$ cat config.mk
export PLATFORM = sky130hd
export DESIGN_NAME = nic_reset_ctrl
export DESIGN_NICKNAME = d
export VERILOG_FILES = /design/src/verilog/nic_reset_ctrl.sv
export SDC_FILE = /design/constraint.sdc
export NUM_CORES = 1
export LEC_CHECK = 0
export ABC_CLOCK_PERIOD_IN_PS = 1800
export BUFFER_PORTS_ARGS = -buffer_cell sky130_fd_sc_hd__buf_2
export CORE_AREA = 2 2 39 41
export DETAILED_ROUTE_END_ITERATION = 6
export DIE_AREA = 0 0 41 43
export PLACE_DENSITY = 0.38
export SYNTH_ARGS = -nofsm -noshare
export SYNTH_HDL_FRONTEND = slang
export SYNTH_SLANG_ARGS = --single-unit
$ cat constraint.sdc
create_clock -name aclk -period 1.8 [get_ports aclk]
set_input_delay 0.27 -clock aclk [delete_from_list [all_inputs] [get_ports aclk]]
set_output_delay 0.27 -clock aclk [all_outputs]
set_load 0.02 [all_outputs]
$ cat src/verilog/nic_reset_ctrl.sv
module nic_reset_ctrl #(
	parameter int RESET_CYCLES = 16
) (
	input logic aclk,
	input logic rstni,
	input logic sw_reset_i,
	output logic core_rstn_o
);

	localparam int CNT_W = $clog2(RESET_CYCLES + 1);
	localparam logic [CNT_W-1:0] CNT_LAST = CNT_W'(RESET_CYCLES - 1);

	logic [CNT_W-1:0] cnt_q;
	logic core_rstn_q;

	// Counter restarts on either reset source and saturates
	always_ff @(posedge aclk or negedge rstni) begin
		if (!rstni) begin
			cnt_q <= '0;
			core_rstn_q <= 1'b0;
		end else if (sw_reset_i) begin
			cnt_q <= '0;
			core_rstn_q <= 1'b0;
		end else begin
			if (cnt_q != CNT_LAST) begin
				cnt_q <= cnt_q + 1'b1;
			end
			// Released on the edge after the counter saturates
			core_rstn_q <= (cnt_q == CNT_LAST);
		end
	end

	assign core_rstn_o = core_rstn_q;

endmodule

==> results.md <==
* Most Frequent Cell on Critical Path: ha_1
* Drt pass-1 iters at 2
* # port buffers at 3
* Synthesis-stage register bit count at 6
* Initial DRC Count at 4
* Routed wire per std cell at between 9 and 10 µm
* Cell Count, Final, Fillers Out at 47
* Mean Syn Cell Area at 12.0 µm²
* Ys async rst share at 100%
* Initial antenna violation count at 0
* CTS tree: done
* Worst Path Max Fanout at 7
* Worst-Skew Late Latency at between 0.2 and 0.25 ns
* Vias in the first global route at 188
* Max Slew Vio Count at 0
* ANT cells at 0
* Post-CTS Setup Repair Bufs at 0
* Critical path, cell by cell: ha_1 > and3_1 > ha_1 > nand4b_4 > xor2_1 > nor2_1
* Reg2Reg Depth at 6
* CP top delay family: adder cells
* Post-synth cell types at 13
* Slew HR at around four fifths
* Root buf cell: clkbuf_4
* Post-Syn Instances at 25
* Leading area contributor after synthesis: dfrtp_1
* First-pass GRT wire length at 765 µm
* CP Launch Type: flip-flop
* Synth top cells by count: dfrtp_1, nor2_1, ha_1, xor2_1
* CP startpoint: cnt_q[0]
* Setup ws final at 0.185 ns
* Final hold vios at 0
* CP Capture Type: flip-flop
* Setup TNS at 0 ns
* GRT Util Overall at 6.97%
* Reg2reg start: cnt_q[0]
* Rows at 14
* Outcome: finished, final reports clean
* Setup violations, final at 0
* Remaining DRCs at 0
* Synth-to-layout area growth at 18.8%
* Worst path slowest cell: dfrtp_1
* Die W at 41 µm
* Pwr Total at a little under 0.3 mW
* Hold Path Class: in -> reg
* RSZ-0062 raised after global routing: false
* Max Root-Sink Buffers at 2
* Vias/cell at ~3.9
* Congestion Overflow GR at 0
* Crit path DAT at ~1.7 ns
* Final Core Density at 25.7%
* CTS buffer count at 3
* Fmax at 619 MHz
* Placed inst area at between 300 and 400 µm²
* Fill cell count at 148
* Max Cap Viol at 0
* Slew @ Worst Pin at slightly below 0.3 ns
* Initial Util at a little over a fifth
* WP depth at 6
* CTS Sinks at 6
* CP bufs+invs at 0
* Clock slew at reported path FFs at ~0.04 ns
* Height of the die at around 43 µm
* Pre-CTS setup slack at 0.183 ns
* Register-to-Register Setup Slack at 0.19 ns
* Die Footprint at about 1800 µm²
* Lkg Pwr at 0.197 nW
* Final Net Count at 38
* Crit Reg-Reg Endpoint: cnt_q[3]
* Worst setup path endpoint: cnt_q[3]
* DRT Wirelength at around 450 µm
* I/O pin count at 4
* Finished Cell Area at around 360 µm²
* Seq/Total Area, Yosys at 50.2%
* Fin crit share at between 80% and 90%
* Post-synth top area share at roughly half
* HP Start: sw_reset_i
* Synth Warn # at 0
* EDFF count, synth at 0
* Primary FF master, synth: dfrtp_1
* Critical path class: reg -> reg
* Hold Slack at 0.265 ns
* Top post-synthesis cells by area: dfrtp_1, ha_1, nand4b_4
* H-tree depth at 1
* Power per standard cell area at approximately 820 nW/µm²
* Peak supply drop at 0.300 mV
* Syn_nets at 30
* Gp weighted congestion at between 0.6 and 0.7
* Critical Path Max Stage Delay at ~0.43 ns
* Layout Skew at between 0.001 and 0.0015 ns
* Antenna viol nets, final at 0
* Tmin final at 1.61 ns
* Core ar. at between 1000 and 1500 µm²
* Data required, critical path at about 1.9 ns
* Synthesized area at about 300 µm²
* Vias at between 150 and 200
* Layout cells sized above 1 at 25.8%
* # placed instances at 43
* Largest net degree at the start of global routing at 8
[kinds of logic (layout without fill, tap and decap cells)]
kind of cell / Yosys count / after routing / share of synthesized area, %
adder cells (fa/ha/maj): 2 / 2 / 8.37
AND/OR/NAND/NOR: 10 / 10 / 22.6
buffers and inverters: 2 / 8 / 5.02
AO/OA/AOI/OAI: 1 / 1 / 1.67
XOR/XNOR: 3 / 3 / 8.79
flip-flops: 6 / 6 / 50.2
multiplexers: 1 / 1 / 3.35
[layout by cell type (no fill, tap or decap)]
master,Yosys,layout
nor2_1,6,6
dfrtp_1,6,6
dlygate4sd3_1,0,1
xor2_1,2,2
nand4b_4,1,1
nor2b_2,1,1
ha_1,2,2
xnor2_1,1,1
and3_1,1,1
mux2i_1,1,1
clkbuf_4,0,3
nor2b_1,1,1
a21oi_1,1,1
buf_2,0,3
inv_1,1,1
[timing repair]
item	CTS	global route
hold buffers	1	0
resized for setup	0	0
endpoints found under the hold margin	6	0
[worst min path at each step]
stage / cells past startpoint / end
2_1_floorplan: 0 / cnt_q[0]
3_3_place_gp: 1 / core_rstn_o
3_5_place_dp: 1 / core_rstn_o
4_1_cts: 2 / cnt_q[2]
5_1_grt: 2 / cnt_q[3]
6_report: 2 / cnt_q[2]
[flip-flops by register name (all words and copies together), names as in the netlist]
register and count:
cnt_q 5, core_rstn_o 1
[worst register-to-register path: stages, from the launching register on]
cell	delay (ns)
dfrtp_1	0.43
ha_1	0.23
and3_1	0.17
ha_1	0.28
nand4b_4	0.21
xor2_1	0.14
nor2_1	0.05
[layer usage]
metal,global-route usage [%],wire length [µm],vias up
met5,0,0,-
li1,-,-,92
met3,1.57,12,0
met4,8.00,0,0
met2,9.06,257,2
met1,8.20,179,90
[report_power, final]
| part | internal [mW] | leakage (nW) | switching (mW) |
|---|---|---|---|
| clock network | 0.0753 | 0.0138 | 0.0462 |
| logic | 0.0102 | 0.102 | 0.0101 |
| registers | 0.141 | 0.0813 | 0.00755 |
| total | 0.226 | 0.197 | 0.0639 |
[layout make-up]
class                   instances  area [µm²]  share of cell area (%)
clock buffers                   3        22.5                    6.34
inverters                       1        3.75                    1.06
multi-input cells              17         134                    37.7
flip-flops and latches          6         150                    42.3
well taps                      16        20.0                    5.63
repair buffers                  4        25.0                    7.04
Note: power is estimated with default switching activity, not from simulation.
