### config.mk
export PLATFORM = sky130hd
export DESIGN_NAME = nic_tx_fetch_flat
export DESIGN_NICKNAME = d
export VERILOG_FILES = /design/src/verilog/nic_pkg.sv /design/src/verilog/mem_bus_if.sv /design/src/verilog/nic_tx_fetch.sv /design/src/flat_wrapper.sv
export SDC_FILE = /design/constraint.sdc
export NUM_CORES = 1
export LEC_CHECK = 0
export ABC_AREA = 1
export ABC_CLOCK_PERIOD_IN_PS = 3100
export BUFFER_PORTS_ARGS = -buffer_cell sky130_fd_sc_hd__buf_2
export CORE_MARGIN = 3
export CORE_UTILIZATION = 40
export DETAILED_ROUTE_END_ITERATION = 12
export GPL_ROUTABILITY_DRIVEN = 1
export HOLD_SLACK_MARGIN = 0.15
export REMOVE_ABC_BUFFERS = 1
export SLEW_MARGIN = 10
export SYNTH_ARGS = -nofsm -noshare
export SYNTH_HDL_FRONTEND = slang
export SYNTH_SLANG_ARGS = --single-unit
### constraint.sdc
create_clock -name aclk -period 3.1 [get_ports aclk]
set_input_delay 0.465 -clock aclk [delete_from_list [all_inputs] [get_ports aclk]]
set_output_delay 0.465 -clock aclk [all_outputs]
set_load 0.01 [all_outputs]
### src/verilog/nic_pkg.sv
package nic_pkg;

	typedef logic [31:0] data_t;
	typedef logic [15:0] reg_addr_t;
	typedef logic [15:0] desc_len_t;

	// Register map, byte offsets on the host port
	localparam reg_addr_t REG_CTRL    = 16'h0000;
	localparam reg_addr_t REG_STATUS  = 16'h0008;
	localparam reg_addr_t REG_TXBYTES = 16'h0040;
	localparam reg_addr_t REG_ICR     = 16'h00C0;
	localparam reg_addr_t REG_IMS     = 16'h00D0;
	localparam reg_addr_t REG_TDH     = 16'h3810;
	localparam reg_addr_t REG_TDT     = 16'h3818;
	localparam reg_addr_t MEM_WINDOW  = 16'h8000;

	// CTRL fields
	localparam int CTRL_TXEN_BIT = 0;
	localparam int CTRL_RST_BIT  = 26;

	// Descriptor done flag, length sits in the low half
	localparam int DESC_DD_BIT = 31;

	localparam logic [1:0] RESP_OKAY   = 2'b00;
	localparam logic [1:0] RESP_SLVERR = 2'b10;

	typedef enum logic [1:0] {
		FS_IDLE,
		FS_REQ_RD,
		FS_WAIT_RD,
		FS_REQ_WR
	} fetch_state_e;

	typedef enum logic [1:0] {
		TS_IDLE,
		TS_MEM_WAIT,
		TS_RESP
	} tgt_state_e;

endpackage

### src/verilog/mem_bus_if.sv
interface mem_bus_if import nic_pkg::*; #(
	parameter int MEM_AW = 10
);

	// Request side, held by the master until gnt
	logic req;
	logic we;
	logic [MEM_AW-1:0] addr;
	data_t wdata;

	// Response side
	logic gnt;
	data_t rdata;
	logic rvalid;

	modport master (
		output req,
		output we,
		output addr,
		output wdata,
		input gnt,
		input rdata,
		input rvalid
	);

	modport slave (
		input req,
		input we,
		input addr,
		input wdata,
		output gnt,
		output rdata,
		output rvalid
	);

endinterface

### src/verilog/nic_tx_fetch.sv
module nic_tx_fetch import nic_pkg::*; #(
	parameter int RING_SIZE = 16,
	localparam int RING_W = $clog2(RING_SIZE)
) (
	input logic aclk,
	input logic core_rstn_i,
	input logic tx_enable_i,
	input logic [RING_W-1:0] tdt_i,
	mem_bus_if.master fetch_mem,
	output logic [RING_W-1:0] tdh_o,
	output data_t tx_bytes_o,
	output logic busy_o,
	output logic txdw_set_o
);

	fetch_state_e state_q;
	logic req_q, we_q, txdw_set_q;
	logic [RING_W-1:0] tdh_q, tdh_next;
	data_t tx_bytes_q, wdata_q;
	desc_len_t desc_len;

	assign desc_len = fetch_mem.rdata[15:0];
	assign tdh_next = (tdh_q == RING_W'(RING_SIZE - 1)) ? '0 : tdh_q + 1'b1;

	always_ff @(posedge aclk or negedge core_rstn_i) begin
		if (!core_rstn_i) begin
			state_q <= FS_IDLE;
			req_q <= 1'b0;
			we_q <= 1'b0;
			txdw_set_q <= 1'b0;
			tdh_q <= '0;
			tx_bytes_q <= '0;
		end else begin
			txdw_set_q <= 1'b0;
			case (state_q)
				FS_IDLE: begin
					if (tx_enable_i && tdh_q != tdt_i) begin
						req_q <= 1'b1;
						we_q <= 1'b0;
						state_q <= FS_REQ_RD;
					end
				end
				FS_REQ_RD: begin
					if (fetch_mem.gnt) begin
						req_q <= 1'b0;
						state_q <= FS_WAIT_RD;
					end
				end
				FS_WAIT_RD: begin
					if (fetch_mem.rvalid) begin
						tx_bytes_q <= tx_bytes_q + data_t'(desc_len);
						req_q <= 1'b1;
						we_q <= 1'b1;
						state_q <= FS_REQ_WR;
					end
				end
				FS_REQ_WR: begin
					if (fetch_mem.gnt) begin
						req_q <= 1'b0;
						tdh_q <= tdh_next;
						// Ring drained up to the tail
						txdw_set_q <= (tdh_next == tdt_i);
						state_q <= FS_IDLE;
					end
				end
				default: state_q <= FS_IDLE;
			endcase
		end
	end

	// Write-back word is the fetched one with the done flag set
	always_ff @(posedge aclk) begin
		if (state_q == FS_WAIT_RD && fetch_mem.rvalid) begin
			wdata_q <= fetch_mem.rdata | (data_t'(1) << DESC_DD_BIT);
		end
	end

	always_comb begin
		fetch_mem.addr = '0;
		fetch_mem.addr[RING_W-1:0] = tdh_q;
	end

	assign fetch_mem.req = req_q;
	assign fetch_mem.we = we_q;
	assign fetch_mem.wdata = wdata_q;

	assign tdh_o = tdh_q;
	assign tx_bytes_o = tx_bytes_q;
	assign busy_o = (state_q != FS_IDLE);
	assign txdw_set_o = txdw_set_q;

endmodule
### src/flat_wrapper.sv
// flat-port wrapper written by rule: the top's interface ports become plain ports
module nic_tx_fetch_flat import nic_pkg::*;
#(
	parameter int RING_SIZE = 16,
	localparam int RING_W = $clog2(RING_SIZE)
)
  (aclk, core_rstn_i, tx_enable_i, tdt_i, tdh_o, tx_bytes_o, busy_o, txdw_set_o, fetch_mem_req, fetch_mem_we, fetch_mem_addr, fetch_mem_wdata, fetch_mem_gnt, fetch_mem_rdata, fetch_mem_rvalid);
  mem_bus_if fetch_mem_i ();
  input logic aclk;
  input logic core_rstn_i;
  input logic tx_enable_i;
  input logic [RING_W-1:0] tdt_i;
  output logic [RING_W-1:0] tdh_o;
  output data_t tx_bytes_o;
  output logic busy_o;
  output logic txdw_set_o;
  output wire logic [$bits(fetch_mem_i.req)-1:0] fetch_mem_req;
  output wire logic [$bits(fetch_mem_i.we)-1:0] fetch_mem_we;
  output wire logic [$bits(fetch_mem_i.addr)-1:0] fetch_mem_addr;
  output wire logic [$bits(fetch_mem_i.wdata)-1:0] fetch_mem_wdata;
  input wire logic [$bits(fetch_mem_i.gnt)-1:0] fetch_mem_gnt;
  input wire logic [$bits(fetch_mem_i.rdata)-1:0] fetch_mem_rdata;
  input wire logic [$bits(fetch_mem_i.rvalid)-1:0] fetch_mem_rvalid;
  assign fetch_mem_req = fetch_mem_i.req;
  assign fetch_mem_we = fetch_mem_i.we;
  assign fetch_mem_addr = fetch_mem_i.addr;
  assign fetch_mem_wdata = fetch_mem_i.wdata;
  assign fetch_mem_i.gnt = fetch_mem_gnt;
  assign fetch_mem_i.rdata = fetch_mem_rdata;
  assign fetch_mem_i.rvalid = fetch_mem_rvalid;
  nic_tx_fetch #(.RING_SIZE(RING_SIZE)) u_core (.aclk(aclk), .core_rstn_i(core_rstn_i), .tx_enable_i(tx_enable_i), .tdt_i(tdt_i), .fetch_mem(fetch_mem_i), .tdh_o(tdh_o), .tx_bytes_o(tx_bytes_o), .busy_o(busy_o), .txdw_set_o(txdw_set_o));
endmodule
==> results.tsv, run 1 <==
metric	value	unit
EDFF count, synth	31	
Final HPWL DP	8230	µm
Avg Synthesized Cell Area	7.75	µm²
total CTS buffers	9	
Startpoint Class	register	
Die X-Extent	111	µm
count of input and output buffers	114	
CTS root buf	clkbuf_8	
P_leak	2.81	nW
CP arrival	2.44	ns
via density per instance	4.72	
Yosys reg bits	72	
Synth Area in XOR/XNOR	2.57	%
initial core utilization	42.0	%
Worst Setup End Kind	register	
post-synthesis mux area share	0	%
via count	3913	
cell with the most instances after synthesis	nand2_1	
Register Area	1960	µm²
Flop pwr share	33.1	%
Synth Area in Compound Gates	2.82	%
worst setup margin	0.958	ns
Rows	37	
Synth async-reset ratio	56.9	%
initial antenna violation count	1	
largest cells by area after synthesis	dfrtp_1 (23%), edfxtp_1 (21%), nand2_1 (18%)	
CP required	3.40	ns
Synth Instances	572	
Gate power share	47.5	%
status	finished, final reports clean	
global-route usage over all layers	18.0	%
final setup vio count	0	
proportion of netlist area held by the largest area contributor	23.1	%
Slew Limit Headroom	34.3	%
final wirelength	10800	µm
Synth Flop Type	dfrtp_1	
max cap viols	0	
largest family of logic cells by synthesized area	simple AND/OR/NAND/NOR gates	
Power Density	811	nW/µm²
Slew @ Worst Pin	0.986	ns
sequential-to-total area share from yosys stat	44.1	%
Clock Tree Buf Depth	2	
TNS Setup	0	ns
Ys Warns	0	
NetSw	1.87	mW
number of inserted diodes	0	
vias in the first global route	3836	
Period minus WS final	2.14	ns
CTS H-tree depth	3	
fin crit share	69.1	%
Final Skew	0.00986	ns
Clk Latency, worst-skew pair	0.37	ns
VDD IR max	0.477	mV
largest fanout on the critical path	56	
CTS tree	yes	
final hold vios	0	
biggest area consumer among synthesized cells	dfrtp_1	
finished layout cell area	5330	µm²
Clk pwr share	19.4	%
min-delay worst type	in -> async	
Overflow after GRT	0	
drt pass-1 iters	4	
Syn Std Cell Area	4440	µm²
largest net degree at the start of global routing	57	
ratio of cells with drive above 1 in the final layout	24.5	%
multi-input logic area	2070	µm²
sw frac	43.3	%
Worst-path clk slew	0.08	ns
simple-gate area share of the yosys netlist	34.4	%
FMAX	467	MHz
setup bufs post-CTS	0	
hold buffer count at cts	0	
DRC Markers	0	
Commonest cells post-synth	nand2_1 (212), inv_1 (81), dfrtp_1 (41), nand3_1 (40), edfxtp_1 (31)	
WL per Instance	13.0	µm
DRT iter0 DRCs	157	
P&R area growth vs syn	20.1	%
first-pass GRT wire length	18200	µm
Cell Int Power	2.45	mW
WS Path Type	reg -> reg	
gpl congestion	0.854	
Die Y	111	µm
adder-cell area share of the yosys netlist	6.38	%
fin. max-slew vios	0	
post-CTS resize count	0	
Setup WS pre-CTS	0.854	ns
# IOs	123	
nets	751	
fillers	1058	
RSZ-0062 raised after global routing	false	
clock sinks	72	
placed inst area	5110	µm²
Core ar.	10600	µm²
DRT antenna net count	0	
die footprint	12400	µm²
Distinct cells, synth	34	
-- metrics by stage --
| stage | hold WS [ns] | power (mW) | utilization (%) | instances |
|---|---|---|---|---|
| 2_1_floorplan | 0.169 | 2.87 | - | 561 |
| 3_3_place_gp | 0.453 | 3.48 | 48.4 | 813 |
| 3_5_place_dp | 0.458 | 3.52 | 48.4 | 813 |
| 4_1_cts | 0.261 | 4.37 | 50.5 | 829 |
| 5_1_grt | 0.252 | 4.72 | 50.5 | 829 |
| 6_report | 0.263 | 4.32 | 50.5 | 829 |
-- worst max-delay path: stages, from the launching register on --
cell and delay, ns:
dfrtp_1 0.42, inv_1 0.10, ha_1 0.16, nand2_1 0.33, inv_2 0.14, buf_4 0.57
nand3_1 0.24, nand2_1 0.10
-- metal layers --
metal / up-vias / share of wire, % / track usage [%]
li1: 2011 / - / -
met4: 2 / 1.8 / 6.08
met1: 1778 / 46 / 23.5
met5: - / 0.12 / 0
met2: 106 / 47 / 29.5
met3: 16 / 5.8 / 4.26
-- sequential cells by signal, indices dropped and copies added, names as in the netlist --
register / cells
u_core.tx_bytes_o: 32
u_core.fetch_mem.wdata: 31
u_core.tdh_o: 4
u_core.state_q: 2
u_core.fetch_mem.req: 1
u_core.fetch_mem.we: 1
u_core.txdw_set_o: 1
-- area by class of cell --
| class | count | share of cell area (%) |
|---|---|---|
| multi-input cells | 404 | 39.0 |
| flip-flops and latches | 72 | 36.7 |
| repair buffers | 116 | 11.0 |
| inverters | 85 | 5.99 |
| well taps | 136 | 3.20 |
| clock buffers | 9 | 2.33 |
| clock inverters | 7 | 1.79 |
-- worst paths after layout --
| kind | start | to | cells past startpoint | slack (ns) |
|---|---|---|---|---|
| max | u_core.state_q[0] | u_core.tx_bytes_o[11] | 7 | 0.96 |
| min | core_rstn_i | u_core.tx_bytes_o[6] | 1 | 0.26 |
| max reg2reg | u_core.state_q[0] | u_core.tx_bytes_o[11] | 7 | 0.96 |
| min reg2reg | u_core.fetch_mem.req | u_core.fetch_mem.req | 2 | 0.48 |
| max in group asynchronous | core_rstn_i | u_core.tx_bytes_o[15] | 1 | 2.23 |
| min in group aclk | fetch_mem_rdata[16] | u_core.fetch_mem.wdata[16] | 1 | 0.27 |
-- cell families (layout without fill, tap and decap cells) --
family	Yosys count	count (layout)
and+or+nand+nor	338	338
buffers and inverters	101	217
DFF	72	72
AOI/OAI and AO/OA	24	24
adders and majority gates	22	22
xor gates and xnor gates	13	13
other	2	7
-- power groups by stage --
stage / registers, mW / logic (mW) / clock network, mW
2_1_floorplan: 1.54 / 1.33 / 0
3_3_place_gp: 1.44 / 2.04 / 0
3_5_place_dp: 1.45 / 2.07 / 0
4_1_cts: 1.43 / 2.08 / 0.857
5_1_grt: 1.47 / 2.35 / 0.896
6_report: 1.43 / 2.05 / 0.839
-- cell usage in the layout, fill, tap and decap left out, drive strengths merged, types with 6 or more instances in the layout --
cell    instances
nand3b          6
clkbuf          9
a21oi           9
edfxtp         31
xor2            6
buf           116
nor3            6
o21ai          13
conb            7
nand2         227
dfrtp          41
nand3          48
xnor2           7
ha             21
inv            85
nor2           34
Note: power is estimated with default switching activity, not from simulation.
==> run 2: changes to the inputs <==
--- a/config.mk
+++ b/config.mk
@@ -6,13 +6,14 @@
 export NUM_CORES = 1
 export LEC_CHECK = 0
 export ABC_AREA = 1
-export ABC_CLOCK_PERIOD_IN_PS = 3100
+export ABC_CLOCK_PERIOD_IN_PS = 1750
 export BUFFER_PORTS_ARGS = -buffer_cell sky130_fd_sc_hd__buf_2
 export CORE_MARGIN = 3
 export CORE_UTILIZATION = 40
 export DETAILED_ROUTE_END_ITERATION = 12
 export GPL_ROUTABILITY_DRIVEN = 1
 export HOLD_SLACK_MARGIN = 0.15
+export PLACE_DENSITY = 0.66
 export REMOVE_ABC_BUFFERS = 1
 export SLEW_MARGIN = 10
 export SYNTH_ARGS = -nofsm -noshare
==> constraint.sdc (replaced) <==
create_clock -name aclk -period 1.75 [get_ports aclk]
set_input_delay 0.2625 -clock aclk [delete_from_list [all_inputs] [get_ports aclk]]
set_output_delay 0.2625 -clock aclk [all_outputs]
set_load 0.01 [all_outputs]
==> run 2 against run 1 <==
Net effect:
- critical endpoint is now u_core.tx_bytes_o[30]
- wire length rose by 6.6%
- setup slack worse by 0.98 ns
- flip-flop and latch count stayed put
- sequential power rose by 79%
- die area stayed put
- the flow now finishes with violations (setup timing)
==> results.tsv, run 2 (synthesis gave the netlist of run 1 again) <==
metric	value	unit	change
status	complete, but fails checks		
failing checks	setup timing		
Crit path largest cell delay	0.37	ns	-0.20 ns
slowest CP cell	dfrtp_1		
Post-Layout Cell Count	903		+8.9%
DRT antenna net count	0		unchanged
Worst-path clk slew	0.07	ns	about the same
clock sinks	72		unchanged
Rows	37		unchanged
fillers	985		-6.9%
Period minus WS final	1.77	ns	-0.371 ns
first-pass GRT wire length	18800	µm	+3.0%
initial antenna violation count	0		-1
CP required	1.99	ns	-1.41 ns
nets	825		+9.9%
final setup vio count	2		+2
FMAX	565	MHz	+21%
ratio of cells with drive above 1 in the final layout	33.2	%	+8.7 points
CTS tree	yes		
Clock Tree Buf Depth	2		unchanged
via density per instance	4.67		-1.1%
count of input and output buffers	114		unchanged
drt pass-1 iters	5		+1
P_leak	3.18	nW	+13%
Die X-Extent	111	µm	unchanged
Die Y	111	µm	unchanged
Crit path top cell by count	nand2_1		
WL per Instance	12.7	µm	-2.1%
hold buffer count at cts	30		+30
commonest non-fill, non-tap cell in the layout	nand2_1		
fin util	59.4	%	+8.9 points
Worst Setup End Kind	register		
total CTS buffers	9		unchanged
vias in the first global route	4019		+4.8%
global-route usage over all layers	18.4	%	+0.35 points
Inst Count DP	845		+3.9%
initial core utilization	42.0	%	unchanged
DRC Markers	0		unchanged
Largest register FFs	32		unchanged
commonest non-fill, non-tap cells in the layout	nand2_1 (200), buf_2 (114), inv_1 (79)		
RSZ-0062 raised after global routing	true		
final wirelength	11500	µm	+6.6%
gpl congestion	0.923		+8.0%
via count	4217		+7.8%
max cap viols	0		unchanged
DRT iter0 DRCs	133		-15%
Slew Limit Headroom	62.5	%	+28 points
Clk Latency, worst-skew pair	0.35	ns	-0.02 ns
Core ar.	10600	µm²	unchanged
Overflow after GRT	0		unchanged
largest net degree at the start of global routing	42		-26%
largest fanout on the critical path	4		-93%
WS Path Type	reg -> reg		
Final HPWL DP	8430	µm	+2.4%
# IOs	123		unchanged
Final Skew	0.00890	ns	-0.000961 ns
Startpoint Class	register		
number of inserted diodes	0		unchanged
die footprint	12400	µm²	unchanged
P&R area growth vs syn	41.3	%	
CTS H-tree depth	3		unchanged
fin. max-slew vios	0		unchanged
final hold vios	0		unchanged
CTS root buf	clkbuf_8		
CP arrival	2.01	ns	-0.43 ns
min-delay worst type	in -> reg		
VDD IR max	0.760	mV	+59%
Power Density	1410	nW/µm²	+74%
Slew @ Worst Pin	0.563	ns	-0.423 ns
CP Cell Sequence	ha_2 -> inv_2 -> fa_2 -> inv_2 -> buf_4 -> nand2_1 -> nand3_2 -> nand2_2 -> nand3_4 -> nand2_1 -> nand2_1 -> nand2_1		
worst setup margin	-0.0207	ns	-0.979 ns
worst hold margin	0.125	ns	-0.139 ns
fin crit share	101	%	+32 points
run 2: changes by cell type in the layout (fill, tap and decap cells not counted), moves of 5 or more:
cell	change
buf_4	+43
dlygate4sd3_1	+30
ha_1	-16
ha_4	+15
nand2_1	-12
nand2_2	+6
nand2_4	+6
nand3_1	-6
nand3_2	+5
run 2: path summary, 6_finish.rpt:
check / start / endpoint / slack (ns) / cells after the start
max in group asynchronous: core_rstn_i / u_core.tdh_o[3] / 0.84 / 3
min in group asynchronous: core_rstn_i / u_core.tx_bytes_o[14] / 0.52 / 3
max reg2reg: u_core.tx_bytes_o[0] / u_core.tx_bytes_o[30] / -0.02 / 12
min reg2reg: u_core.fetch_mem.req / u_core.fetch_mem.req / 0.47 / 2
max: u_core.tx_bytes_o[0] / u_core.tx_bytes_o[30] / -0.02 / 12
min: fetch_mem_rdata[0] / u_core.fetch_mem.wdata[0] / 0.12 / 1
run 2: layout make-up:
class                   count  area (µm²)  share of cell area, %
multi-input cells         404        2390                   38.1
flip-flops and latches     72        1960                   31.2
repair buffers            190        1220                   19.5
inverters                  85         319                   5.09
well taps                 136         170                   2.71
clock buffers              10         128                   2.04
clock inverters             6        85.1                   1.36
run 2: metrics by stage:
step	setup WS, ns	instance area (µm²)	power (mW)	setup TNS [ns]
after floorplan	-0.789	4350	5.08	-18.53
after global placement	-0.0884	5350	6.58	-0.442
after detailed placement	-0.132	5350	6.66	-1.00
after CTS	-0.0119	6030	8.47	-0.0167
after global routing	-0.116	6270	9.59	-1.06
final	-0.0207	6270	8.86	-0.0254
run 2: timing repair:
item                                   CTS  global route
endpoints found under the hold margin   71             1
setup endpoints to repair               18            31
buffers inserted                         1            11
pin swaps                                8            23
resized for setup                       28            32
run 2: routing by layer:
layer	routed length, µm	GRT usage, %	vias up
met2	5560	30.8	107
met1	5150	23.6	1939
met5	0	0	-
met4	162	6.49	0
li1	-	-	2160
met3	614	3.82	11
run 2: report_power, final:
part           leakage (nW)  switching (mW)  internal, mW
registers             0.813           0.351          2.20
clock network         0.104           0.653         0.799
logic                  2.26            2.64          2.22
total                  3.18            3.64          5.22
run 2: critical path, delay by kind of cell, from the launching register on:
kind / cells / cell delay (ns)
adders and majority gates: 2 / 0.52
and+or+nand+nor: 7 / 0.52
DFF: 1 / 0.37
buffers and inverters: 3 / 0.24
