**config.mk**
```make
export PLATFORM = sky130hd
export DESIGN_NAME = nic_axil_target_flat
export DESIGN_NICKNAME = d
export VERILOG_FILES = /design/src/verilog/nic_pkg.sv /design/src/verilog/mem_bus_if.sv /design/src/verilog/nic_axil_target.sv /design/src/flat_wrapper.sv
export SDC_FILE = /design/constraint.sdc
export NUM_CORES = 1
export LEC_CHECK = 0
export BUFFER_PORTS_ARGS = -buffer_cell sky130_fd_sc_hd__buf_2
export CAP_MARGIN = 40
export CORE_MARGIN = 10
export CORE_UTILIZATION = 49
export CTS_BUF_LIST = sky130_fd_sc_hd__clkbuf_8
export DETAILED_ROUTE_END_ITERATION = 10
export PLACE_DENSITY_LB_ADDON = 0.08
export SETUP_SLACK_MARGIN = 0.5
export SYNTH_ARGS = -nofsm -noshare
export SYNTH_HDL_FRONTEND = slang
export SYNTH_SLANG_ARGS = --single-unit
```
**constraint.sdc**
```tcl
create_clock -name aclk -period 7.7 [get_ports aclk]
set_input_delay 1.155 -clock aclk [delete_from_list [all_inputs] [get_ports aclk]]
set_output_delay 1.155 -clock aclk [all_outputs]
set_load 0.01 [all_outputs]
```
**src/verilog/nic_pkg.sv**
```systemverilog
package nic_pkg;

	typedef logic [31:0] data_t;
	typedef logic [15:0] reg_addr_t;
	typedef logic [15:0] desc_len_t;

	// Register map, byte offsets on the host port
	localparam reg_addr_t REG_CTRL    = 16'h0000;
	localparam reg_addr_t REG_STATUS  = 16'h0008;
	localparam reg_addr_t REG_TXBYTES = 16'h0040;
	localparam reg_addr_t REG_ICR     = 16'h00C0;
	localparam reg_addr_t REG_IMS     = 16'h00D0;
	localparam reg_addr_t REG_TDH     = 16'h3810;
	localparam reg_addr_t REG_TDT     = 16'h3818;
	localparam reg_addr_t MEM_WINDOW  = 16'h8000;

	// CTRL fields
	localparam int CTRL_TXEN_BIT = 0;
	localparam int CTRL_RST_BIT  = 26;

	// Descriptor done flag, length sits in the low half
	localparam int DESC_DD_BIT = 31;

	localparam logic [1:0] RESP_OKAY   = 2'b00;
	localparam logic [1:0] RESP_SLVERR = 2'b10;

	typedef enum logic [1:0] {
		FS_IDLE,
		FS_REQ_RD,
		FS_WAIT_RD,
		FS_REQ_WR
	} fetch_state_e;

	typedef enum logic [1:0] {
		TS_IDLE,
		TS_MEM_WAIT,
		TS_RESP
	} tgt_state_e;

endpackage

```
**src/verilog/mem_bus_if.sv**
```systemverilog
interface mem_bus_if import nic_pkg::*; #(
	parameter int MEM_AW = 10
);

	// Request side, held by the master until gnt
	logic req;
	logic we;
	logic [MEM_AW-1:0] addr;
	data_t wdata;

	// Response side
	logic gnt;
	data_t rdata;
	logic rvalid;

	modport master (
		output req,
		output we,
		output addr,
		output wdata,
		input gnt,
		input rdata,
		input rvalid
	);

	modport slave (
		input req,
		input we,
		input addr,
		input wdata,
		output gnt,
		output rdata,
		output rvalid
	);

endinterface

```
**src/verilog/nic_axil_target.sv**
```systemverilog
module nic_axil_target import nic_pkg::*; #(
	parameter int MEM_AW = 10,
	parameter int RING_SIZE = 16,
	localparam int RING_W = $clog2(RING_SIZE)
) (
	input logic aclk,
	input logic rstni,
	input logic core_rstn_i,

	input reg_addr_t s_awaddr_i,
	input logic s_awvalid_i,
	output logic s_awready_o,
	input data_t s_wdata_i,
	input logic [3:0] s_wstrb_i,
	input logic s_wvalid_i,
	output logic s_wready_o,
	output logic [1:0] s_bresp_o,
	output logic s_bvalid_o,
	input logic s_bready_i,
	input reg_addr_t s_araddr_i,
	input logic s_arvalid_i,
	output logic s_arready_o,
	output data_t s_rdata_o,
	output logic [1:0] s_rresp_o,
	output logic s_rvalid_o,
	input logic s_rready_i,

	mem_bus_if.master host_mem,

	output logic sw_reset_o,
	output logic tx_enable_o,
	output logic [RING_W-1:0] tdt_o,
	input logic [RING_W-1:0] tdh_i,
	input data_t tx_bytes_i,
	input logic busy_i,
	input logic txdw_set_i,
	output logic irq_o
);

	tgt_state_e state_q;
	logic bvalid_q, rvalid_q, mem_req_q, sw_reset_q;
	logic mem_we_q;
	logic [MEM_AW-1:0] mem_addr_q;
	data_t mem_wdata_q, rdata_q;
	logic [1:0] bresp_q, rresp_q;

	logic tx_enable_q, ims_q, icr_q;
	logic [RING_W-1:0] tdt_q;

	logic wr_accept, rd_accept, aw_win, ar_win, aw_hit, ar_hit;
	logic reg_wr, icr_rd;
	data_t aw_old, ar_val, wr_val;

	function automatic logic in_window(input reg_addr_t a);
		return a[15] && (int'(a[14:2]) < (1 << MEM_AW));
	endfunction

	// Current register value, returns 0 for an unmapped offset
	function automatic logic reg_lookup(input reg_addr_t a, output data_t d);
		d = '0;
		case (a)
			REG_CTRL: d[CTRL_TXEN_BIT] = tx_enable_q;
			REG_STATUS: d[0] = busy_i;
			REG_ICR: d[0] = icr_q;
			REG_IMS: d[0] = ims_q;
			REG_TXBYTES: d = tx_bytes_i;
			REG_TDH: d = data_t'(tdh_i);
			REG_TDT: d = data_t'(tdt_q);
			default: return 1'b0;
		endcase
		return 1'b1;
	endfunction

	// One transaction at a time, write wins when both arrive
	assign wr_accept = (state_q == TS_IDLE) && s_awvalid_i && s_wvalid_i;
	assign rd_accept = (state_q == TS_IDLE) && s_arvalid_i && !(s_awvalid_i && s_wvalid_i);
	assign s_awready_o = wr_accept;
	assign s_wready_o = wr_accept;
	assign s_arready_o = rd_accept;

	always_comb begin
		aw_win = in_window(s_awaddr_i);
		ar_win = in_window(s_araddr_i);
		aw_hit = reg_lookup(s_awaddr_i, aw_old);
		ar_hit = reg_lookup(s_araddr_i, ar_val);
		for (int i = 0; i < 4; i++) begin
			wr_val[8*i +: 8] = s_wstrb_i[i] ? s_wdata_i[8*i +: 8] : aw_old[8*i +: 8];
		end
	end

	assign reg_wr = wr_accept && !aw_win && aw_hit;
	assign icr_rd = rd_accept && !ar_win && (s_araddr_i == REG_ICR);

	always_ff @(posedge aclk or negedge rstni) begin
		if (!rstni) begin
			state_q <= TS_IDLE;
			bvalid_q <= 1'b0;
			rvalid_q <= 1'b0;
			mem_req_q <= 1'b0;
			sw_reset_q <= 1'b0;
		end else begin
			sw_reset_q <= reg_wr && (s_awaddr_i == REG_CTRL) && wr_val[CTRL_RST_BIT];
			case (state_q)
				TS_IDLE: begin
					if (wr_accept) begin
						mem_req_q <= aw_win;
						bvalid_q <= !aw_win;
						state_q <= aw_win ? TS_MEM_WAIT : TS_RESP;
					end else if (rd_accept) begin
						mem_req_q <= ar_win;
						rvalid_q <= !ar_win;
						state_q <= ar_win ? TS_MEM_WAIT : TS_RESP;
					end
				end
				TS_MEM_WAIT: begin
					if (mem_req_q) begin
						if (host_mem.gnt) begin
							mem_req_q <= 1'b0;
							if (mem_we_q) begin
								bvalid_q <= 1'b1;
								state_q <= TS_RESP;
							end
						end
					end else if (host_mem.rvalid) begin
						rvalid_q <= 1'b1;
						state_q <= TS_RESP;
					end
				end
				TS_RESP: begin
					if ((bvalid_q && s_bready_i) || (rvalid_q && s_rready_i)) begin
						bvalid_q <= 1'b0;
						rvalid_q <= 1'b0;
						state_q <= TS_IDLE;
					end
				end
				default: state_q <= TS_IDLE;
			endcase
		end
	end

	always_ff @(posedge aclk) begin
		if (wr_accept) begin
			mem_we_q <= 1'b1;
			mem_addr_q <= s_awaddr_i[MEM_AW+1:2];
			mem_wdata_q <= s_wdata_i;
			bresp_q <= (aw_win || aw_hit) ? RESP_OKAY : RESP_SLVERR;
		end else if (rd_accept) begin
			mem_we_q <= 1'b0;
			mem_addr_q <= s_araddr_i[MEM_AW+1:2];
			rdata_q <= ar_val;
			rresp_q <= (ar_win || ar_hit) ? RESP_OKAY : RESP_SLVERR;
		end else if (state_q == TS_MEM_WAIT && !mem_req_q && host_mem.rvalid) begin
			rdata_q <= host_mem.rdata;
		end
	end

	// Register bank, cleared by the core reset
	always_ff @(posedge aclk or negedge core_rstn_i) begin
		if (!core_rstn_i) begin
			tx_enable_q <= 1'b0;
			ims_q <= 1'b0;
			icr_q <= 1'b0;
			tdt_q <= '0;
		end else begin
			if (reg_wr && s_awaddr_i == REG_CTRL) begin
				tx_enable_q <= wr_val[CTRL_TXEN_BIT];
			end
			if (reg_wr && s_awaddr_i == REG_IMS) begin
				ims_q <= wr_val[0];
			end
			if (reg_wr && s_awaddr_i == REG_TDT) begin
				tdt_q <= wr_val[RING_W-1:0];
			end
			// A cause arriving with the clearing read is kept
			icr_q <= (icr_q && !icr_rd) || txdw_set_i;
		end
	end

	assign host_mem.req = mem_req_q;
	assign host_mem.we = mem_we_q;
	assign host_mem.addr = mem_addr_q;
	assign host_mem.wdata = mem_wdata_q;

	assign s_bvalid_o = bvalid_q;
	assign s_bresp_o = bresp_q;
	assign s_rvalid_o = rvalid_q;
	assign s_rdata_o = rdata_q;
	assign s_rresp_o = rresp_q;

	assign sw_reset_o = sw_reset_q;
	assign tx_enable_o = tx_enable_q;
	assign tdt_o = tdt_q;
	assign irq_o = icr_q && ims_q;

endmodule

```
**src/flat_wrapper.sv**
```systemverilog
// flat-port wrapper written by rule: the top's interface ports become plain ports
module nic_axil_target_flat import nic_pkg::*;
#(
	parameter int MEM_AW = 10,
	parameter int RING_SIZE = 16,
	localparam int RING_W = $clog2(RING_SIZE)
)
  (aclk, rstni, core_rstn_i, s_awaddr_i, s_awvalid_i, s_awready_o, s_wdata_i, s_wstrb_i, s_wvalid_i, s_wready_o, s_bresp_o, s_bvalid_o, s_bready_i, s_araddr_i, s_arvalid_i, s_arready_o, s_rdata_o, s_rresp_o, s_rvalid_o, s_rready_i, sw_reset_o, tx_enable_o, tdt_o, tdh_i, tx_bytes_i, busy_i, txdw_set_i, irq_o, host_mem_req, host_mem_we, host_mem_addr, host_mem_wdata, host_mem_gnt, host_mem_rdata, host_mem_rvalid);
  mem_bus_if #(.MEM_AW(MEM_AW)) host_mem_i ();
  input logic aclk;
  input logic rstni;
  input logic core_rstn_i;
  input reg_addr_t s_awaddr_i;
  input logic s_awvalid_i;
  output logic s_awready_o;
  input data_t s_wdata_i;
  input logic [3:0] s_wstrb_i;
  input logic s_wvalid_i;
  output logic s_wready_o;
  output logic [1:0] s_bresp_o;
  output logic s_bvalid_o;
  input logic s_bready_i;
  input reg_addr_t s_araddr_i;
  input logic s_arvalid_i;
  output logic s_arready_o;
  output data_t s_rdata_o;
  output logic [1:0] s_rresp_o;
  output logic s_rvalid_o;
  input logic s_rready_i;
  output logic sw_reset_o;
  output logic tx_enable_o;
  output logic [RING_W-1:0] tdt_o;
  input logic [RING_W-1:0] tdh_i;
  input data_t tx_bytes_i;
  input logic busy_i;
  input logic txdw_set_i;
  output logic irq_o;
  output wire logic [$bits(host_mem_i.req)-1:0] host_mem_req;
  output wire logic [$bits(host_mem_i.we)-1:0] host_mem_we;
  output wire logic [$bits(host_mem_i.addr)-1:0] host_mem_addr;
  output wire logic [$bits(host_mem_i.wdata)-1:0] host_mem_wdata;
  input wire logic [$bits(host_mem_i.gnt)-1:0] host_mem_gnt;
  input wire logic [$bits(host_mem_i.rdata)-1:0] host_mem_rdata;
  input wire logic [$bits(host_mem_i.rvalid)-1:0] host_mem_rvalid;
  assign host_mem_req = host_mem_i.req;
  assign host_mem_we = host_mem_i.we;
  assign host_mem_addr = host_mem_i.addr;
  assign host_mem_wdata = host_mem_i.wdata;
  assign host_mem_i.gnt = host_mem_gnt;
  assign host_mem_i.rdata = host_mem_rdata;
  assign host_mem_i.rvalid = host_mem_rvalid;
  nic_axil_target #(.MEM_AW(MEM_AW), .RING_SIZE(RING_SIZE)) u_core (.aclk(aclk), .rstni(rstni), .core_rstn_i(core_rstn_i), .s_awaddr_i(s_awaddr_i), .s_awvalid_i(s_awvalid_i), .s_awready_o(s_awready_o), .s_wdata_i(s_wdata_i), .s_wstrb_i(s_wstrb_i), .s_wvalid_i(s_wvalid_i), .s_wready_o(s_wready_o), .s_bresp_o(s_bresp_o), .s_bvalid_o(s_bvalid_o), .s_bready_i(s_bready_i), .s_araddr_i(s_araddr_i), .s_arvalid_i(s_arvalid_i), .s_arready_o(s_arready_o), .s_rdata_o(s_rdata_o), .s_rresp_o(s_rresp_o), .s_rvalid_o(s_rvalid_o), .s_rready_i(s_rready_i), .host_mem(host_mem_i), .sw_reset_o(sw_reset_o), .tx_enable_o(tx_enable_o), .tdt_o(tdt_o), .tdh_i(tdh_i), .tx_bytes_i(tx_bytes_i), .busy_i(busy_i), .txdw_set_i(txdw_set_i), .irq_o(irq_o));
endmodule
```
==> impl_results.md, run 1 <==
- Peak supply drop: 0.162 mV
- Pre-antenna DRT Iters: 4
- Register area share after synthesis: 64.0%
- Reg power frac: 48.4%
- Max capacitance violation total: 0
- Critical path's slowest cell: buf_4
- # DRC: 0
- Top_reg_cell synth: edfxtp_1
- Clk_skew: 0.0145 ns
- Req. time, crit path: 6.55 ns
- Main combinational cell family by area after synthesis: simple AND/OR/NAND/NOR gates
- Reg2reg setup slack: 5.15 ns
- Critical path peak fanout: 44
- DR vias: 3,765
- Hold buffer count at CTS: 0
- Die width: 112 um
- Clk Latency, worst-skew pair: 0.35 ns
- Compound-gate portion of the synthesized area: 5.64%
- Setup_tns: 0 ns
- CTS tree: yes
- Initial antenna violation count: 2
- GP Congestion: 0.881
- Vias in the first global route: 3,792
- Layout area overhead: 36.9%
- Mux contribution to synthesized area: 4.24%
- Initial Util: 50.2%
- Worst r2r dst: u_core.host_mem.addr[2]
- Most frequent cell on the critical path: buf_2
- Final Max Slew Viols: 0
- Worst-Margin Slew: 0.905 ns
- Internal power: 0.922 mW
- Synthesized area per cell: 11.2 um2
- Combinational Power Share: 26.6%
- I/O pin cnt: 240
- Fin nets: 755
- Die area: 12,400 um2
- Drt via density: 5.27
- Clk pwr share: 24.9%
- Die H: 112 um
- ANT nets after route: 0
- Crit path arrival time: 2.77 ns
- Tcrit/Tclk final: 51.0%
- Non-Filler Instances: 715
- Unique masters post-synth: 44
- Mapped Area: 4100 um2
- Startpoint Class: input port
- RSZ-0062 raised after global routing: false
- Max Root-Sink Buffers: 2
- Largest net degree at the start of global routing: 45
- Total GRT Usage: 20.8%
- Grt total ovfl: 0
- Worst setup startpoint: s_wvalid_i
- Filler cell count: 674
- Xor/xnor share of the synthesized area: 0%
- EDFF count, synth: 76
- Synth Area in Simple Gates: 22.0%
- Fin. Hold Viols: 0
- DP HPWL: 10,900 um
- Post-CTS Setup Bufs: 0
- Post-synth ARST share: 14.4%
- Total Routed Length: 13,500 um
- Pwr Density: 240 nW/um2
- Headroom to the max-slew limit: 39.1%
- CP endpoint: s_wready_o
- CTS sink count: 90
- Outcome: finished clean
- Worst path cell trace: buf_2 -> nand3_1 -> clkinv_1 -> buf_4 -> buf_2
- Cts bufs inserted: 9
- Net Sw Power: 0.428 mW
- Worst reg2reg path depth: 6
- DR WL/cell: 18.9 um
- Leading cell type in the layout, fill and taps excluded: buf_2
- Commonest cells after routing, fill and taps aside: buf_2, nand2_1, edfxtp_1
- Initial DRC count: 261
- Top delay family on crit path: buffers and inverters
- Worst-path clk slew: 0.09 ns
- Leak Pwr: 2.59 nW
- Post-CTS Resized: 0
- Peak Freq: 0.255 GHz
- Crit path depth: 5
- #FFs+latches synth: 90
- Placed Cells: 697
- Number of core rows: 33
- CP peak stage delay: 0.50 ns
- First-pass GRT wire length: 20,900 um
- Worst Setup End Kind: output pin
- Switching share of total power: 31.7%
- Adder-cell share of the synthesized area: 1.22%
- Final setup viols: 0
- I/O Buffers: 235
- HP Class: reg -> reg
- Mapped Cells: 368
- H-tree Lvls: 3
- Core area: 8180 um2
- R2r startpoint: u_core.state_q[0]
- Share of layout cells above drive strength 1: 45.2%
- Clk root buf: clkbuf_8
- Yosys warns: 0
- CP bufs+invs: 4
- Min Tclk post-route: 3.93 ns
- Crit Path Category: in -> out
-- worst min-delay path, delay by kind of cell, from the launching register on --
family           cells  cell delay (ns)
AND/OR/NAND/NOR      2             0.14
flip-flops           1             0.34
-- routing by layer --
metal / part of all wire, % / wire length [um] / global-route usage [%]
met1: 39 / 5320 / 23.8
met2: 51 / 6830 / 36.1
met3: 8.6 / 1160 / 7.41
met4: 1.4 / 195 / 5.40
met5: 0 / 0 / 0
-- cell families (layout without fill, tap and decap cells) --
family,Yosys count,count (layout)
adders and majority gates,4,4
buffers and inverters,27,266
other,1,4
AOI/OAI and AO/OA,37,37
DFF,90,90
muxes,15,15
and+or+nand+nor,194,194
-- power groups by stage --
stage	Clock (mW)	Sequential, mW	Combinational (mW)
after CTS	0.345	0.655	0.365
final	0.337	0.654	0.359
after detailed placement	0	0.665	0.364
after global routing	0.365	0.663	0.400
after global placement	0	0.663	0.349
after floorplan	0	0.705	0.157
-- worst min path at each step --
stage / slack (ns) / startpoint / cells after the start / end
6_report: 0.52 / u_core.host_mem.we / 2 / u_core.host_mem.we
5_1_grt: 0.56 / u_core.s_bvalid_o / 2 / u_core.s_bvalid_o
4_1_cts: 0.52 / u_core.host_mem.we / 2 / u_core.host_mem.we
3_5_place_dp: 0.50 / u_core.s_bvalid_o / 2 / u_core.s_bvalid_o
3_3_place_gp: 0.48 / u_core.s_bvalid_o / 2 / u_core.s_bvalid_o
2_1_floorplan: 0.48 / u_core.icr_q / 1 / u_core.icr_q
-- cells in the mapped netlist, types with 5 or more instances --
master | number | share of area [%]
mux2i_1 | 5 | 1.2
clkbuf_1 | 14 | 1.3
nand2_1 | 102 | 9.3
nand3_1 | 39 | 4.8
nor4_1 | 5 | 0.76
inv_1 | 9 | 0.82
a21oi_1 | 6 | 0.73
edfxtp_1 | 76 | 56
o21ai_0 | 13 | 1.6
nor3_1 | 8 | 0.98
mux2_2 | 7 | 1.9
nor2_1 | 14 | 1.3
dfrtp_1 | 13 | 7.9
-- sequential cells by signal, indices dropped and copies added (netlist names), 2 cells and up --
| signal | flops |
|---|---|
| u_core.s_rdata_o | 32 |
| u_core.state_q | 2 |
| u_core.tdt_o | 4 |
| u_core.host_mem.wdata | 32 |
| u_core.host_mem.addr | 10 |
-- cell type report --
| cell class | instances | area (um2) | area share (%) |
|---|---|---|---|
| Antenna cell | 2 | 5.00 | 0.0891 |
| Clock buffer | 9 | 124 | 2.20 |
| Clock inverter | 7 | 82.6 | 1.47 |
| Inverter | 10 | 37.5 | 0.668 |
| Multi-Input combinational cell | 252 | 1390 | 24.6 |
| Sequential cell | 90 | 2630 | 46.8 |
| Tap cell | 105 | 131 | 2.34 |
| Timing Repair Buffer | 240 | 1230 | 21.8 |
-- through the flow --
stage,hold WS [ns],setup slack [ns],utilization [%],cell area (um2),total power [mW]
after floorplan,0.481,3.30,-,4110,0.861
final,0.521,3.77,68.7,5620,1.35
after global routing,0.563,3.55,68.7,5620,1.43
after global placement,0.483,3.79,65.9,5390,1.01
after CTS,0.520,3.75,68.7,5610,1.36
after detailed placement,0.499,3.76,66.1,5410,1.03
Note: power is estimated with default switching activity, not from simulation.
==> inputs of run 2 (changes only) <==
--- a/config.mk
+++ b/config.mk
@@ -8,7 +8,7 @@
 export BUFFER_PORTS_ARGS = -buffer_cell sky130_fd_sc_hd__buf_2
 export CAP_MARGIN = 40
 export CORE_MARGIN = 10
-export CORE_UTILIZATION = 49
+export CORE_UTILIZATION = 45
 export CTS_BUF_LIST = sky130_fd_sc_hd__clkbuf_8
 export DETAILED_ROUTE_END_ITERATION = 10
 export PLACE_DENSITY_LB_ADDON = 0.08
==> constraint.sdc (replaced) <==
create_clock -name aclk -period 3.9 [get_ports aclk]
set_input_delay 0.585 -clock aclk [delete_from_list [all_inputs] [get_ports aclk]]
set_output_delay 0.585 -clock aclk [all_outputs]
set_load 0.01 [all_outputs]
==> impl_results.md, run 2 (synthesized netlist as in run 1, its figures left out) <==
- Max Root-Sink Buffers: 2 (unchanged)
- Cts bufs inserted: 9 (unchanged)
- Hold buffer count at CTS: 0 (unchanged)
- Min Tclk post-route: 2.66 ns
- Max capacitance violation total: 0 (unchanged)
- Initial DRC count: 322 (+23%)
- Post-CTS Setup Bufs: 0 (unchanged)
- Commonest cells after routing, fill and taps aside: buf_2, nand2_1, edfxtp_1
- First-pass GRT wire length: 20,600 um (-1.4%)
- Startpoint Class: flop
- Peak supply drop: 0.316 mV (+95%)
- Layout area overhead: 37.1%
- Grt total ovfl: 0 (unchanged)
- Pre-antenna DRT Iters: 4 (unchanged)
- Peak Freq: 0.375 GHz
- Die width: 115 um (+3.6%)
- CTS tree: yes
- Leak Pwr: 2.61 nW (+0.75%)
- Tcrit/Tclk final: 68.3%
- H-tree Lvls: 3 (unchanged)
- RSZ-0062 raised after global routing: false
- Worst-Margin Slew: 0.902 ns (-0.00310 ns)
- Filler cell count: 771 (+14%)
- Worst path cell trace: inv_1 -> ha_1 -> a21boi_0 -> nand2_1 -> buf_4 -> a21oi_4 -> buf_4
- Drt via density: 5.10 (-3.2%)
- ANT nets after route: 0 (unchanged)
- Worst reg2reg path depth: 7 (+1)
- Final Max Slew Viols: 0 (unchanged)
- CTS sink count: 90 (unchanged)
- Crit Path Category: reg -> reg
- Pwr Density: 467 nW/um2 (+94%)
- Total GRT Usage: 19.9% (-0.87 points)
- Total Routed Length: 13,700 um (+1.4%)
- Headroom to the max-slew limit: 39.3% (+0.21 points)
- Initial Util: 46.6% (-3.6 points)
- HP Class: in -> async
- Post-route cell area: 5630 um2 (+0.11%)
- Reg2reg setup slack: 1.24 ns (-3.91 ns)
- Worst Setup End Kind: flop
- Share of layout cells above drive strength 1: 45.8% (+0.52 points)
- DR WL/cell: 19.0 um (+0.53%)
- # DRC: 0 (unchanged)
- Fin. Hold Viols: 0 (unchanged)
- Clk root buf: clkbuf_8
- Most frequent cell on the critical path: buf_4
- Die H: 115 um (+3.6%)
- DP HPWL: 11,100 um (+1.7%)
- Number of core rows: 34 (+3.0%)
- Largest net degree at the start of global routing: 37 (-18%)
- Vias in the first global route: 3,800 (+0.21%)
- Initial antenna violation count: 3 (+1)
- Worst-path clk slew: 0.10 ns (about the same)
- Outcome: finished clean
- GP Congestion: 0.923 (+4.8%)
- Final setup viols: 0 (unchanged)
- R2r startpoint: u_core.state_q[0]
- Placed Area: 5430 um2 (+0.35%)
- I/O Buffers: 235 (unchanged)
- Fin nets: 759 (+0.53%)
- Die area: 13,300 um2 (+7.3%)
- Min Hold Slack: 0.0272 ns (-0.494 ns)
- Clk_skew: 0.0163 ns (+0.00174 ns)
- Leading cell type in the layout, fill and taps excluded: buf_2
- DR vias: 3,676 (-2.4%)
- Critical path peak fanout: 36 (-18%)
- Core area: 8810 um2 (+7.7%)
- CP peak stage delay: 0.70 ns (+0.20 ns)
- Worst r2r dst: u_core.s_rdata_o[27]
- I/O pin cnt: 240 (unchanged)
- Final total power: 2.63 mW (+94%)
- Clk Latency, worst-skew pair: 0.37 ns (+0.02 ns)
- Setup_tns: 0 ns (unchanged)
- Crit path arrival time: 2.75 ns (-0.02 ns)
- Req. time, crit path: 3.98 ns (-2.57 ns)
- Post-CTS Resized: 0 (unchanged)
- Critical path's slowest cell: a21oi_4
run 2: worst max-delay path, delay by kind of cell, from the launching register on:
kind	cells	cell delay (ns)
buf+inv	3	0.64
fa+ha+maj	1	0.24
flops	1	0.43
simple gates	1	0.09
compound gates	2	0.97
run 2: per-layer routing:
layer	routed length, um	track usage [%]	vias to the layer above
li1	-	-	1803
met3	1590	8.01	29
met4	315	8.11	4
met5	26	0	-
met2	6710	33.8	163
met1	5050	21.8	1677
run 2: per-stage QoR:
step,util [%],instances,setup WS [ns]
floorplan,-,369,0.981
global placement,61.6,703,1.09
detailed placement,61.6,704,1.16
CTS,63.9,720,1.23
global route,63.9,721,1.07
finish,63.9,721,1.24
run 2: cell type report:
type                            count  area, um2  share of cell area (%)
Sequential cell                    90       2630                    46.7
Multi-Input combinational cell    252       1390                    24.6
Timing Repair Buffer              244       1240                    22.1
Tap cell                          108        135                    2.40
Clock buffer                        9        124                    2.20
Clock inverter                      7       72.6                    1.29
Inverter                           10       37.5                   0.667
Antenna cell                        1       2.50                  0.0445
run 2: worst max-delay path by stage:
| stage | from | endpoint | slack [ns] | cells past startpoint |
|---|---|---|---|---|
| 2_1_floorplan | u_core.state_q[0] | u_core.s_rdata_o[0] | 0.98 | 6 |
| 3_3_place_gp | s_araddr_i[5] | u_core.s_rdata_o[13] | 1.09 | 7 |
| 3_5_place_dp | s_awaddr_i[14] | u_core.tdt_o[3] | 1.16 | 6 |
| 4_1_cts | u_core.state_q[0] | u_core.s_rdata_o[27] | 1.23 | 7 |
| 5_1_grt | u_core.state_q[1] | u_core.s_rdata_o[27] | 1.07 | 7 |
| 6_report | u_core.state_q[0] | u_core.s_rdata_o[27] | 1.24 | 7 |
run 2: report_power, final:
group | total, mW | internal, mW | switching [mW] | leakage [nW]
Combinational | 0.711 | 0.268 | 0.443 | 1.64
Sequential | 1.29 | 1.24 | 0.0460 | 0.878
Clock | 0.626 | 0.250 | 0.375 | 0.0966
Total | 2.63 | 1.76 | 0.865 | 2.61
